--- src/common/radio_pkg.sv ---
// --------------------
// radio sample format and stream constants
// shared by the capture, scaler and channel mux blocks
// one sample word is I in the upper half, Q in the lower half
// --------------------
package radio_pkg;

   // --------------------
   // stream geometry
   localparam int NUM_RADIOS      = 2;
   localparam int CHANS_PER_RADIO = 2;
   localparam int NUM_CHANNELS    = NUM_RADIOS * CHANS_PER_RADIO;

   // --------------------
   // sample format
   localparam int SAMPLE_W = 32;
   localparam int IQ_W     = 16;

   // baseband path
   localparam int SCALE_FRAC     = 15;  // scale is signed Q1.15
   localparam int BB_RADIO       = 0;   // radio feeding the tag path
   localparam int SCALER_LATENCY = 2;

   // one word seen either raw or as a signed I/Q pair
   typedef union packed {
      logic [SAMPLE_W-1:0] raw;
      struct packed {
         logic signed [IQ_W-1:0] i;
         logic signed [IQ_W-1:0] q;
      } iq;
   } iq_sample_u;

endpackage

--- src/common/settings_pkg.sv ---
// --------------------
// settings bus and readback address map
// write addresses start at SR_DB_BASE, readback at RB_DB_BASE
// --------------------
package settings_pkg;

   localparam int ADDR_W = 8;
   localparam int DATA_W = 32;

   // --------------------
   // settings writes
   localparam logic [ADDR_W-1:0] SR_DB_BASE   = 8'd160;
   localparam logic [ADDR_W-1:0] SR_MISC_OUT0 = SR_DB_BASE;
   localparam logic [ADDR_W-1:0] SR_MISC_OUT1 = SR_DB_BASE + 8'd1;
   localparam logic [ADDR_W-1:0] SR_SCALE     = SR_DB_BASE + 8'd2;  // low 16 bits
   localparam logic [ADDR_W-1:0] SR_RUN_RX    = SR_DB_BASE + 8'd3;  // bit 0

   // --------------------
   // readback
   localparam logic [ADDR_W-1:0] RB_DB_BASE  = 8'd16;
   localparam logic [ADDR_W-1:0] RB_MISC_IN0 = RB_DB_BASE;
   localparam logic [ADDR_W-1:0] RB_MISC_IN1 = RB_DB_BASE + 8'd1;
   localparam logic [ADDR_W-1:0] RB_SCALE    = RB_DB_BASE + 8'd2;

endpackage

--- src/logic/radio_rx_capture.sv ---
// --------------------
// input stage of the receive stream
// registers both radio sample words and their strobes once
// so every later stage works from flops on radio_clk
// --------------------
`timescale 1ns/1ps

module radio_rx_capture (
   input  logic                                   radio_clk,
   input  logic                                   i_rst_n,
   input  logic [radio_pkg::SAMPLE_W-1:0]         i_rx0,
   input  logic [radio_pkg::SAMPLE_W-1:0]         i_rx1,
   input  logic [radio_pkg::NUM_RADIOS-1:0]       i_rx_stb,
   output radio_pkg::iq_sample_u [radio_pkg::NUM_RADIOS-1:0] o_samples,
   output logic [radio_pkg::NUM_RADIOS-1:0]       o_stb
);

   // --------------------
   // sample words
   always_ff @(posedge radio_clk) begin
      o_samples[0].raw <= i_rx0;
      o_samples[1].raw <= i_rx1;
   end

   // strobes qualify the words downstream
   always_ff @(posedge radio_clk) begin
      if (!i_rst_n) begin
         o_stb <= '0;
      end else begin
         o_stb <= i_rx_stb;
      end
   end

endmodule

--- src/db_settings/db_settings.sv ---
// --------------------
// daughterboard settings bank for the radio clock domain
// settings writes land in misc out, scale and run registers
// misc inputs are sampled every cycle for readback
// readback answers one cycle after i_rb_stb, unknown addresses read 0
// --------------------
`timescale 1ns/1ps

module db_settings (
   input  logic                              radio_clk,
   input  logic                              i_rst_n,
   // settings bus
   input  logic                              i_set_stb,
   input  logic [settings_pkg::ADDR_W-1:0]   i_set_addr,
   input  logic [settings_pkg::DATA_W-1:0]   i_set_data,
   // readback bus
   input  logic                              i_rb_stb,
   input  logic [settings_pkg::ADDR_W-1:0]   i_rb_addr,
   output logic                              o_rb_stb,
   output logic [settings_pkg::DATA_W-1:0]   o_rb_data,
   // radio misc pins
   input  logic [settings_pkg::DATA_W-1:0]   i_radio0_misc_in,
   input  logic [settings_pkg::DATA_W-1:0]   i_radio1_misc_in,
   output logic [settings_pkg::DATA_W-1:0]   o_radio0_misc_out,
   output logic [settings_pkg::DATA_W-1:0]   o_radio1_misc_out,
   // baseband control
   output logic [radio_pkg::IQ_W-1:0]        o_scale,
   output logic                              o_run_rx
);

   logic [settings_pkg::DATA_W-1:0] misc_in0_q;
   logic [settings_pkg::DATA_W-1:0] misc_in1_q;

   // --------------------
   // write decode
   always_ff @(posedge radio_clk) begin
      if (!i_rst_n) begin
         o_radio0_misc_out <= '0;
         o_radio1_misc_out <= '0;
         o_scale           <= '0;
         o_run_rx          <= 1'b0;
      end else if (i_set_stb) begin
         case (i_set_addr)
            settings_pkg::SR_MISC_OUT0: o_radio0_misc_out <= i_set_data;
            settings_pkg::SR_MISC_OUT1: o_radio1_misc_out <= i_set_data;
            settings_pkg::SR_SCALE:     o_scale <= i_set_data[radio_pkg::IQ_W-1:0];
            settings_pkg::SR_RUN_RX:    o_run_rx <= i_set_data[0];
            default: ;  // not ours
         endcase
      end
   end

   // misc pins sampled every cycle
   always_ff @(posedge radio_clk) begin
      misc_in0_q <= i_radio0_misc_in;
      misc_in1_q <= i_radio1_misc_in;
   end

   // --------------------
   // readback
   always_ff @(posedge radio_clk) begin
      if (!i_rst_n) begin
         o_rb_stb <= 1'b0;
      end else begin
         o_rb_stb <= i_rb_stb;
      end
   end

   always_ff @(posedge radio_clk) begin
      if (i_rb_stb) begin
         case (i_rb_addr)
            settings_pkg::RB_MISC_IN0: o_rb_data <= misc_in0_q;
            settings_pkg::RB_MISC_IN1: o_rb_data <= misc_in1_q;
            settings_pkg::RB_SCALE:
               o_rb_data <= {{(settings_pkg::DATA_W-radio_pkg::IQ_W){1'b0}}, o_scale};
            default:                   o_rb_data <= '0;
         endcase
      end
   end

endmodule

--- src/tag_rx/tag_rx_scaler.sv ---
// --------------------
// tag baseband scaler
// stage 1 multiplies I and Q by the signed Q1.15 scale
// stage 2 shifts back by SCALE_FRAC and saturates to 16 bits
// accepts a new sample every cycle
// --------------------
`timescale 1ns/1ps

module tag_rx_scaler (
   input  logic                               radio_clk,
   input  logic                               i_rst_n,
   input  radio_pkg::iq_sample_u              i_sample,
   input  logic                               i_sample_stb,
   input  logic                               i_run_rx,
   input  logic signed [radio_pkg::IQ_W-1:0]  i_scale,
   output radio_pkg::iq_sample_u              o_bb_sample,
   output logic                               o_bb_valid
);

   logic signed [2*radio_pkg::IQ_W-1:0] prod_i;
   logic signed [2*radio_pkg::IQ_W-1:0] prod_q;
   logic                                prod_valid;

   // arithmetic shift then clamp to the component range
   function automatic logic signed [radio_pkg::IQ_W-1:0] shift_sat(
      input logic signed [2*radio_pkg::IQ_W-1:0] prod
   );
      logic signed [2*radio_pkg::IQ_W-1:0] shifted;
      logic [radio_pkg::IQ_W:0]            top;
      shifted = prod >>> radio_pkg::SCALE_FRAC;
      top     = shifted[2*radio_pkg::IQ_W-1:radio_pkg::IQ_W-1];
      if (&top || ~|top) begin
         shift_sat = shifted[radio_pkg::IQ_W-1:0];  // fits
      end else if (shifted[2*radio_pkg::IQ_W-1]) begin
         shift_sat = {1'b1, {(radio_pkg::IQ_W-1){1'b0}}};
      end else begin
         shift_sat = {1'b0, {(radio_pkg::IQ_W-1){1'b1}}};
      end
   endfunction

   // --------------------
   // stage 1 products
   always_ff @(posedge radio_clk) begin
      prod_i <= i_sample.iq.i * i_scale;
      prod_q <= i_sample.iq.q * i_scale;
   end

   // --------------------
   // stage 2 shift and saturate
   always_ff @(posedge radio_clk) begin
      o_bb_sample.iq.i <= shift_sat(prod_i);
      o_bb_sample.iq.q <= shift_sat(prod_q);
   end

   // valid follows the data through both stages
   always_ff @(posedge radio_clk) begin
      if (!i_rst_n) begin
         prod_valid <= 1'b0;
         o_bb_valid <= 1'b0;
      end else begin
         prod_valid <= i_sample_stb & i_run_rx;  // only while rx runs
         o_bb_valid <= prod_valid;
      end
   end

endmodule

--- src/logic/rx_channel_mux.sv ---
// --------------------
// receive output side
// delays the raw words to line up with the scaler output,
// fans each radio out to its two channels and registers the result
// a valid baseband word replaces the data on every channel
// --------------------
`timescale 1ns/1ps

module rx_channel_mux (
   input  logic                                              radio_clk,
   input  logic                                              i_rst_n,
   input  radio_pkg::iq_sample_u [radio_pkg::NUM_RADIOS-1:0] i_samples,
   input  logic [radio_pkg::NUM_RADIOS-1:0]                  i_stb,
   input  radio_pkg::iq_sample_u                             i_bb_sample,
   input  logic                                              i_bb_valid,
   output logic [radio_pkg::NUM_CHANNELS-1:0][radio_pkg::SAMPLE_W-1:0] o_rx_data,
   output logic [radio_pkg::NUM_CHANNELS-1:0]                o_rx_stb
);

   radio_pkg::iq_sample_u [radio_pkg::NUM_RADIOS-1:0] raw_q [radio_pkg::SCALER_LATENCY];
   logic [radio_pkg::NUM_RADIOS-1:0]                  stb_q [radio_pkg::SCALER_LATENCY];

   // --------------------
   // alignment delay matching the scaler depth
   always_ff @(posedge radio_clk) begin
      raw_q[0] <= i_samples;
      for (int s = 1; s < radio_pkg::SCALER_LATENCY; s++) begin
         raw_q[s] <= raw_q[s-1];
      end
   end

   always_ff @(posedge radio_clk) begin
      if (!i_rst_n) begin
         for (int s = 0; s < radio_pkg::SCALER_LATENCY; s++) begin
            stb_q[s] <= '0;
         end
      end else begin
         stb_q[0] <= i_stb;
         for (int s = 1; s < radio_pkg::SCALER_LATENCY; s++) begin
            stb_q[s] <= stb_q[s-1];
         end
      end
   end

   // --------------------
   // fan out and select
   always_ff @(posedge radio_clk) begin
      for (int ch = 0; ch < radio_pkg::NUM_CHANNELS; ch++) begin
         o_rx_data[ch] <= i_bb_valid ? i_bb_sample.raw  // baseband wins
            : raw_q[radio_pkg::SCALER_LATENCY-1][ch / radio_pkg::CHANS_PER_RADIO].raw;
      end
   end

   always_ff @(posedge radio_clk) begin
      if (!i_rst_n) begin
         o_rx_stb <= '0;
      end else begin
         for (int ch = 0; ch < radio_pkg::NUM_CHANNELS; ch++) begin
            o_rx_stb[ch] <= stb_q[radio_pkg::SCALER_LATENCY-1][ch / radio_pkg::CHANS_PER_RADIO];
         end
      end
   end

endmodule

--- src/logic/radio_core.sv ---
// --------------------
// radio clock side of the receive core
// capture -> tag scaler -> channel mux, four cycles end to end
// settings bus and readback go to the db settings bank
// --------------------
`timescale 1ns/1ps

module radio_core (
   input  logic                                     radio_clk,
   input  logic                                     i_rst_n,
   // radio sample words
   input  logic [radio_pkg::SAMPLE_W-1:0]           i_rx0,
   input  logic [radio_pkg::SAMPLE_W-1:0]           i_rx1,
   input  logic [radio_pkg::NUM_RADIOS-1:0]         i_rx_stb,
   // settings and readback
   input  logic                                     i_set_stb,
   input  logic [settings_pkg::ADDR_W-1:0]          i_set_addr,
   input  logic [settings_pkg::DATA_W-1:0]          i_set_data,
   input  logic                                     i_rb_stb,
   input  logic [settings_pkg::ADDR_W-1:0]          i_rb_addr,
   output logic                                     o_rb_stb,
   output logic [settings_pkg::DATA_W-1:0]          o_rb_data,
   // misc pins
   input  logic [settings_pkg::DATA_W-1:0]          i_radio0_misc_in,
   input  logic [settings_pkg::DATA_W-1:0]          i_radio1_misc_in,
   output logic [settings_pkg::DATA_W-1:0]          o_radio0_misc_out,
   output logic [settings_pkg::DATA_W-1:0]          o_radio1_misc_out,
   // receive channels
   output logic [radio_pkg::NUM_CHANNELS-1:0][radio_pkg::SAMPLE_W-1:0] o_rx_data,
   output logic [radio_pkg::NUM_CHANNELS-1:0]       o_rx_stb
);

   radio_pkg::iq_sample_u [radio_pkg::NUM_RADIOS-1:0] cap_samples;
   logic [radio_pkg::NUM_RADIOS-1:0]                  cap_stb;
   logic [radio_pkg::IQ_W-1:0]                        scale;
   logic                                              run_rx;
   radio_pkg::iq_sample_u                             bb_sample;
   logic                                              bb_valid;

   radio_rx_capture radio_rx_capture_i (
      .radio_clk(radio_clk), .i_rst_n(i_rst_n),
      .i_rx0(i_rx0), .i_rx1(i_rx1), .i_rx_stb(i_rx_stb),
      .o_samples(cap_samples), .o_stb(cap_stb)
   );

   db_settings db_settings_i (
      .radio_clk(radio_clk), .i_rst_n(i_rst_n),
      .i_set_stb(i_set_stb), .i_set_addr(i_set_addr), .i_set_data(i_set_data),
      .i_rb_stb(i_rb_stb), .i_rb_addr(i_rb_addr),
      .o_rb_stb(o_rb_stb), .o_rb_data(o_rb_data),
      .i_radio0_misc_in(i_radio0_misc_in), .i_radio1_misc_in(i_radio1_misc_in),
      .o_radio0_misc_out(o_radio0_misc_out), .o_radio1_misc_out(o_radio1_misc_out),
      .o_scale(scale), .o_run_rx(run_rx)
   );

   // tag path only sees the baseband radio
   tag_rx_scaler tag_rx_scaler_i (
      .radio_clk(radio_clk), .i_rst_n(i_rst_n),
      .i_sample(cap_samples[radio_pkg::BB_RADIO]),
      .i_sample_stb(cap_stb[radio_pkg::BB_RADIO]),
      .i_run_rx(run_rx), .i_scale(scale),
      .o_bb_sample(bb_sample), .o_bb_valid(bb_valid)
   );

   rx_channel_mux rx_channel_mux_i (
      .radio_clk(radio_clk), .i_rst_n(i_rst_n),
      .i_samples(cap_samples), .i_stb(cap_stb),
      .i_bb_sample(bb_sample), .i_bb_valid(bb_valid),
      .o_rx_data(o_rx_data), .o_rx_stb(o_rx_stb)
   );

endmodule

--- config.mk ---
export PLATFORM = sky130hd
export DESIGN_NAME = radio_core
export DESIGN_NICKNAME = d
export VERILOG_FILES = /design/src/common/radio_pkg.sv /design/src/common/settings_pkg.sv /design/src/logic/radio_rx_capture.sv /design/src/db_settings/db_settings.sv /design/src/tag_rx/tag_rx_scaler.sv /design/src/logic/rx_channel_mux.sv /design/src/logic/radio_core.sv
export SDC_FILE = /design/constraint.sdc
export NUM_CORES = 2
export LEC_CHECK = 0
export BUFFER_PORTS_ARGS = -buffer_cell sky130_fd_sc_hd__buf_2
export CORE_ASPECT_RATIO = 0.6
export CORE_UTILIZATION = 55
export CTS_CLUSTER_DIAMETER = 60
export DETAILED_ROUTE_END_ITERATION = 6
export GPL_TIMING_DRIVEN = 0
export PLACE_DENSITY = 0.76
export SYNTH_ARGS = -nofsm -noshare
export SYNTH_HDL_FRONTEND = slang
export SYNTH_SLANG_ARGS = --single-unit
--- constraint.sdc ---
create_clock -name radio_clk -period 15.8 [get_ports radio_clk]
set_input_delay 1.58 -clock radio_clk [delete_from_list [all_inputs] [get_ports radio_clk]]
set_output_delay 1.58 -clock radio_clk [all_outputs]
set_load 0.02 [all_outputs]
[Word level (Yosys, flattened, before mapping)]
Memory sizes are Yosys's and may differ from the RTL's.
Cells that the tools add are included.
Storage, ports and cells
  flip-flop bits (word level): 409
  memory bits (writable): 132
  input port bits: 182
  word-level logic and storage cells: 56
  memories: 2
Memory list
  rx_channel_mux_i.raw_q: words 2, bits a word 64, rd ports 2, clocked after Yosys merged registers in 0, write ports 2, line rx_channel_mux.sv:20  | radio_pkg::iq_sample_u [radio_pkg::NUM_RADIOS-1:0] raw_q [radio_pkg::SCALER_LATENCY];
  rx_channel_mux_i.stb_q: words 2, bits a word 2, rd ports 2, clocked after Yosys merged registers in 0, write ports 2, line rx_channel_mux.sv:21  | logic [radio_pkg::NUM_RADIOS-1:0] stb_q [radio_pkg::SCALER_LATENCY];
Cells by class
  multiply operators: 2
  eq/ne operators: 7
  multiplexer cells: 11
  bitwise gates (word level): 3
  reduce and logical (&&, ||, !) cells: 12
Operators with widths (count)
  $pmux W32 S3: 1
  $mul A16 B16 Y32: 2
  $mux W16: 4
  $mux W32: 2
  $eq A8 B8 Y1 const B: 4
  $eq A8 B5 Y1 const B: 3
  $reduce_and A2 Y1: 6
  $mux W2: 2
  $reduce_or A2 Y1: 2
  $logic_not A1 Y1: 2
  $logic_or A1 B1 Y1: 2
  $mux W1: 2
  $or A1 B1 Y1: 2
  $and A1 B1 Y1: 1

[Logic depth before layout (Yosys ltp)]
  depth in word-level cells: 4
  gate-level depth with buffers: 24
  gate-level depth less buffers: 23

[Cells and area by module]
A second synthesis with hierarchy kept.
Second synthesis, totals
  cell total of the unflattened synthesis: 3080
  area total of the unflattened synthesis: 33454.6 sq um
By module, submodules not included
  tag_rx_scaler: times used 1, cells each 2175, area an instance 20530.9 sq um, sequential area each 1361.3 sq um
  db_settings: times used 1, cells each 496, area an instance 6015.8 sq um, sequential area each 3883.7 sq um
  rx_channel_mux: times used 1, cells each 341, area an instance 5574.1 sq um, sequential area each 3963.8 sq um
  radio_rx_capture: times used 1, cells each 68, area an instance 1333.8 sq um, sequential area each 1321.3 sq um

[Least setup slack after synthesis]
OpenSTA, ideal clock, no wires.
  kind: register to register
  from: reg radio_rx_capture_i.o_samples[15] (netlist bit)
  to: reg tag_rx_scaler_i.prod_q[31] (netlist bit)
  setup time: 118 ps
  arrival time: 6059 ps
  path slack: 9622 ps
  stages on the path, launching flop included: 22
  buffers on the path: 1
  cell sequence: dfxtp_1 > clkbuf_1 > nand2_1 > inv_1 > fa_1 > fa_1 > fa_1 > fa_1 > fa_1 > inv_1 > fa_1 > inv_1 > ha_1 > a21o_1 > a21o_1 > a21oi_1 > o21ai_0 > or3_1 > nor3_1 > o31ai_1 > a21o_1 > xnor2_1
Between the ends
  cells in the longest elaborated chain, start to end: 1
RTL lines
  start, declared: line radio_rx_capture.sv:14  | output radio_pkg::iq_sample_u [radio_pkg::NUM_RADIOS-1:0] o_samples,
  $mul A16 B16 Y32: line tag_rx_scaler.sv:45  | prod_q <= i_sample.iq.q * i_scale;
  end signal, assigned: line tag_rx_scaler.sv:45
  end, declared: line tag_rx_scaler.sv:21  | logic signed [2*radio_pkg::IQ_W-1:0] prod_q;
Every way passes these cells.
A chain may end at the register's enable or synchronous reset.

[Worst setup path in the final report]
  from: reg db_settings_i.o_scale[15] (netlist bit)
  to: reg tag_rx_scaler_i.prod_q[31] (netlist bit)
Between the ends
  cells in the longest elaborated chain, start to end: 1
RTL lines
  start, declared: line db_settings.sv:27  | output logic [radio_pkg::IQ_W-1:0] o_scale,
  start signal, assigned: line db_settings.sv:46  | settings_pkg::SR_SCALE: o_scale <= i_set_data[radio_pkg::IQ_W-1:0];
  $mul A16 B16 Y32: line tag_rx_scaler.sv:45
Every way passes these cells.

==> results by group <==
Timing
  – Sum of negative setup slack: 0 ps
  – Max-slew headroom: 0.2484
  – Slew Viols, Final: 0
  – Period utilisation layout: 0.5449
  – Clock skew after layout: 34.30 ps
  – Shortest period the worst path allows: 8609 ps
  – Worst-margin pin slew: 1123 ps
  – Peak Freq: 116.2 MHz
  – Number of endpoints with negative hold slack in the final report: 0
  – Endpoints failing setup: 0
  – RSZ-0062 raised after global routing: false

CTS
  – Clock Root Buffer: clkbuf_16
  – CTS tree: built
  – Number of levels in the clock H-tree: 2
  – Clock insertion delay at the later pin of the skew report: 620 ps
  – Count of clock tree sinks: 510
  – Quantity of gates resized following cts: 0
  – Number of hold-repair buffers added at the cts stage: 0
  – Clock buffer depth: 3
  – Post-CTS Setup Inserts: 0
  – Clock transition at path regs: 60 ps
  – Number of buffers created by CTS: 49

Final layout
  – Share of layout cells above drive strength 1: 0.1559
  – Layout area overhead: 14.31%
  – Final Instance Count excl. Fillers: 4442
  – Count of fill cells added during filler insertion: 4619
  – Number of nets in the finished design: 4489

Die
  – Std cell rows: 68
  – # IOs: 411
  – Placeable core area: 58110 um^2
  – Height of the die: 191.0 um
  – Initial cell density of the core: 0.5634
  – Die area: 60530 um^2
  – Horiz. Die Dim: 317.0 um

Routing
  – Total length of routed met3 wires: 10.50 mm
  – Met2 WL: 34.79 mm
  – Number of design rule violations left after detail routing: 0
  – Wire length reported by the detailed router: 84.52 mm
  – Routed length per placed instance: 19.03 um
  – Vias after detailed routing: 22497
  – Length of the first detailed-routing pass in iterations: 5
  – Top layer used by detailed routing: met5
  – Residual antenna-violating net count after detailed routing: 0
  – Starting DRC count in detailed routing: 1827
  – Vias per inst: 5.065
  – WL met1: 37.43 mm

Placement
  – Weighted congestion reported at the end of routability-driven placement: 0.9901
  – DP Cell Count: 4342
  – Number of buffer cells added on primary ports: 407
  – DPL Wire Length: 68.00 mm

Worst hold path
  – Hold Path Cell Cnt: 0
  – Hold Crit Start: rx_channel_mux_i.raw_q[0][15]
  – Worst min-delay path class: flip-flop to flip-flop

Pwr
  – Power density over the cells: 72.61 nW/um^2
  – Peak ir drop on the vdd network: 0.08744 mV
  – Leakage power: 0.01952 uW

Critical path
  – Required time worst endpoint: 16230 ps
  – CP startpoint: db_settings_i.o_scale[15]
  – Worst R2R Setup Slack: 7190 ps
  – Critical Path Start Type: flip-flop
  – Worst reg2reg path depth: 22
  – Endpoint type of the worst setup path: flip-flop
  – Highest net fanout along the worst path: 11
  – Worst Setup Path Type: flip-flop to flip-flop
  – WP data arrival: 9040 ps
  – Launch instance of the worst register-to-register path: db_settings_i.o_scale[15]

Run status
  – Run status: finished clean

Yosys
  – Proportion of synthesized chip area in sequential cells: 0.3217
  – Synthesis-stage register bit count: 510
  – Post-synthesis instance area: 32740 um^2
  – Distinct cell type count after synthesis: 55
  – Proportion of register bits with asynchronous set or reset after synthesis: 0
  – Avg Inst Size Synth: 10.34 um^2
  – Number of synthesized flops with an enable pin: 32
  – Syn Nets: 4031
  – Synth Flop Type: dfxtp_1
  – Number of warnings issued by yosys: 0
  – Number of instances in the synthesized netlist: 3165

Run
  – Number of max-cap violations: 0

Global route
  – Global Route Usage Sum: 0.2909
  – GR Overflow Total: 0
  – Number of antenna violations at the first check in global routing: 4
  – Pin count of the biggest net entering global routing: 34
  – Global-route wire length before repair: 131.6 mm
  – Vias in the first global route: 22906
==> state kept, by name, summed over array words and instances, names as in the netlist, 17 cells and up <==
signal,flops
tag_rx_scaler_i.prod_q,17
rx_channel_mux_i.o_rx_data,64
rx_channel_mux_i.raw_q,128
db_settings_i.o_rb_data,32
db_settings_i.o_radio0_misc_out,32
db_settings_i.misc_in0_q,32
db_settings_i.o_radio1_misc_out,32
radio_rx_capture_i.o_samples,64
tag_rx_scaler_i.o_bb_sample,32
db_settings_i.misc_in1_q,32
tag_rx_scaler_i.prod_i,17
==> worst paths after layout <==
check                                   to
max             tag_rx_scaler_i.prod_q[31]
max reg2reg     tag_rx_scaler_i.prod_q[31]
min          rx_channel_mux_i.raw_q[0][79]
min reg2reg  rx_channel_mux_i.raw_q[0][79]
==> cells in the mapped netlist, drive strengths merged, types with 6 or more instances <==
cell	count	share of area
inv	619	0.071
fa	522	0.32
dfxtp	478	0.29
nand2	406	0.047
and2	255	0.049
ha	162	0.062
clkbuf	130	0.015
nor2	73	0.0084
o21ai	71	0.011
buf	70	0.016
a21boi	65	0.015
a21o	41	0.0094
xnor2	38	0.010
mux2i	33	0.010
edfxtp	32	0.029
a21oi	31	0.0047
nor2b	23	0.0044
a22o	16	0.0043
xor2	14	0.0037
nor3	12	0.0018
nand2b	10	0.0019
nand3	6	0.00092
o21bai	6	0.0015
==> cell families after synthesis <==
| logic type | synth area share |
|---|---|
| AOI/OAI and AO/OA | 0.05435 |
| xor gates and xnor gates | 0.01391 |
| adders and majority gates | 0.3811 |
| buffers and inverters | 0.1017 |
| DFF | 0.3217 |
| muxes | 0.01009 |
| and+or+nand+nor | 0.1172 |
==> critical path: stages, from the launching register on <==
cell and delay [ps]:
dfxtp_1 300, clkbuf_1 730, clkinv_1 730, buf_1 610, nor2_1 270, fa_1 450, fa_1 460, fa_1 520
fa_1 430, fa_1 490, inv_1 50, fa_1 470, inv_1 40, ha_1 340, a21o_1 200, a21o_1 160
a21oi_1 130, o21ai_0 180, or3_1 340, nor3_1 480, o31ai_1 250, a21o_1 230, xnor2_1 540
==> stage by stage <==
step                      area [um^2]  worst slack (ps)  power, uW  utilization  hold WS [ps]
after floorplan                 32740              9622       1469            -         309.6
after detailed placement        35740              7350       1550       0.6150         312.1
after global routing            37400              7019       2811       0.6436         330.1
after global placement          35740              7326       1548       0.6150         309.7
after CTS                       37400              7327       2737       0.6436         325.8
final                           37420              7191       2717       0.6440         323.3
==> area by class of cell <==
type	count	area [um^2]	share of cell area
tap	770	963.4	0.02574
multi-input combinational	1835	18880	0.5045
clock buffer	65	1358	0.03628
buffer	200	1001	0.02675
antenna	9	22.52	0.0006018
inverter	620	2327	0.06219
clock inverter	26	304.0	0.008125
sequential	510	10530	0.2814
timing repair buffer	407	2037	0.05443
==> cells in the final DEF (no fill, tap or decap), drive strengths merged, types with 31 or more instances in the layout <==
cell type,count
and2,255
o21ai,71
buf,477
a21o,41
a21boi,65
nand2,406
edfxtp,32
dfxtp,478
ha,162
nor2,73
clkbuf,195
fa,522
xnor2,38
mux2i,33
inv,627
a21oi,31
==> where the power goes <==
part           internal [uW]  switching [uW]  total, uW
logic                   56.9            86.6        144
registers               1350            33.8       1380
clock network            669             522       1190
total                   2070             643       2720
==> layer usage <==
metal  vias to the layer above  GRT usage
li1                      10282          -
met1                     11005     0.4383
met2                      1082     0.4077
met3                       124    0.08863
met4                         4    0.06490
met5                         -    0.01055
Power figures use the tool's default switching activity.
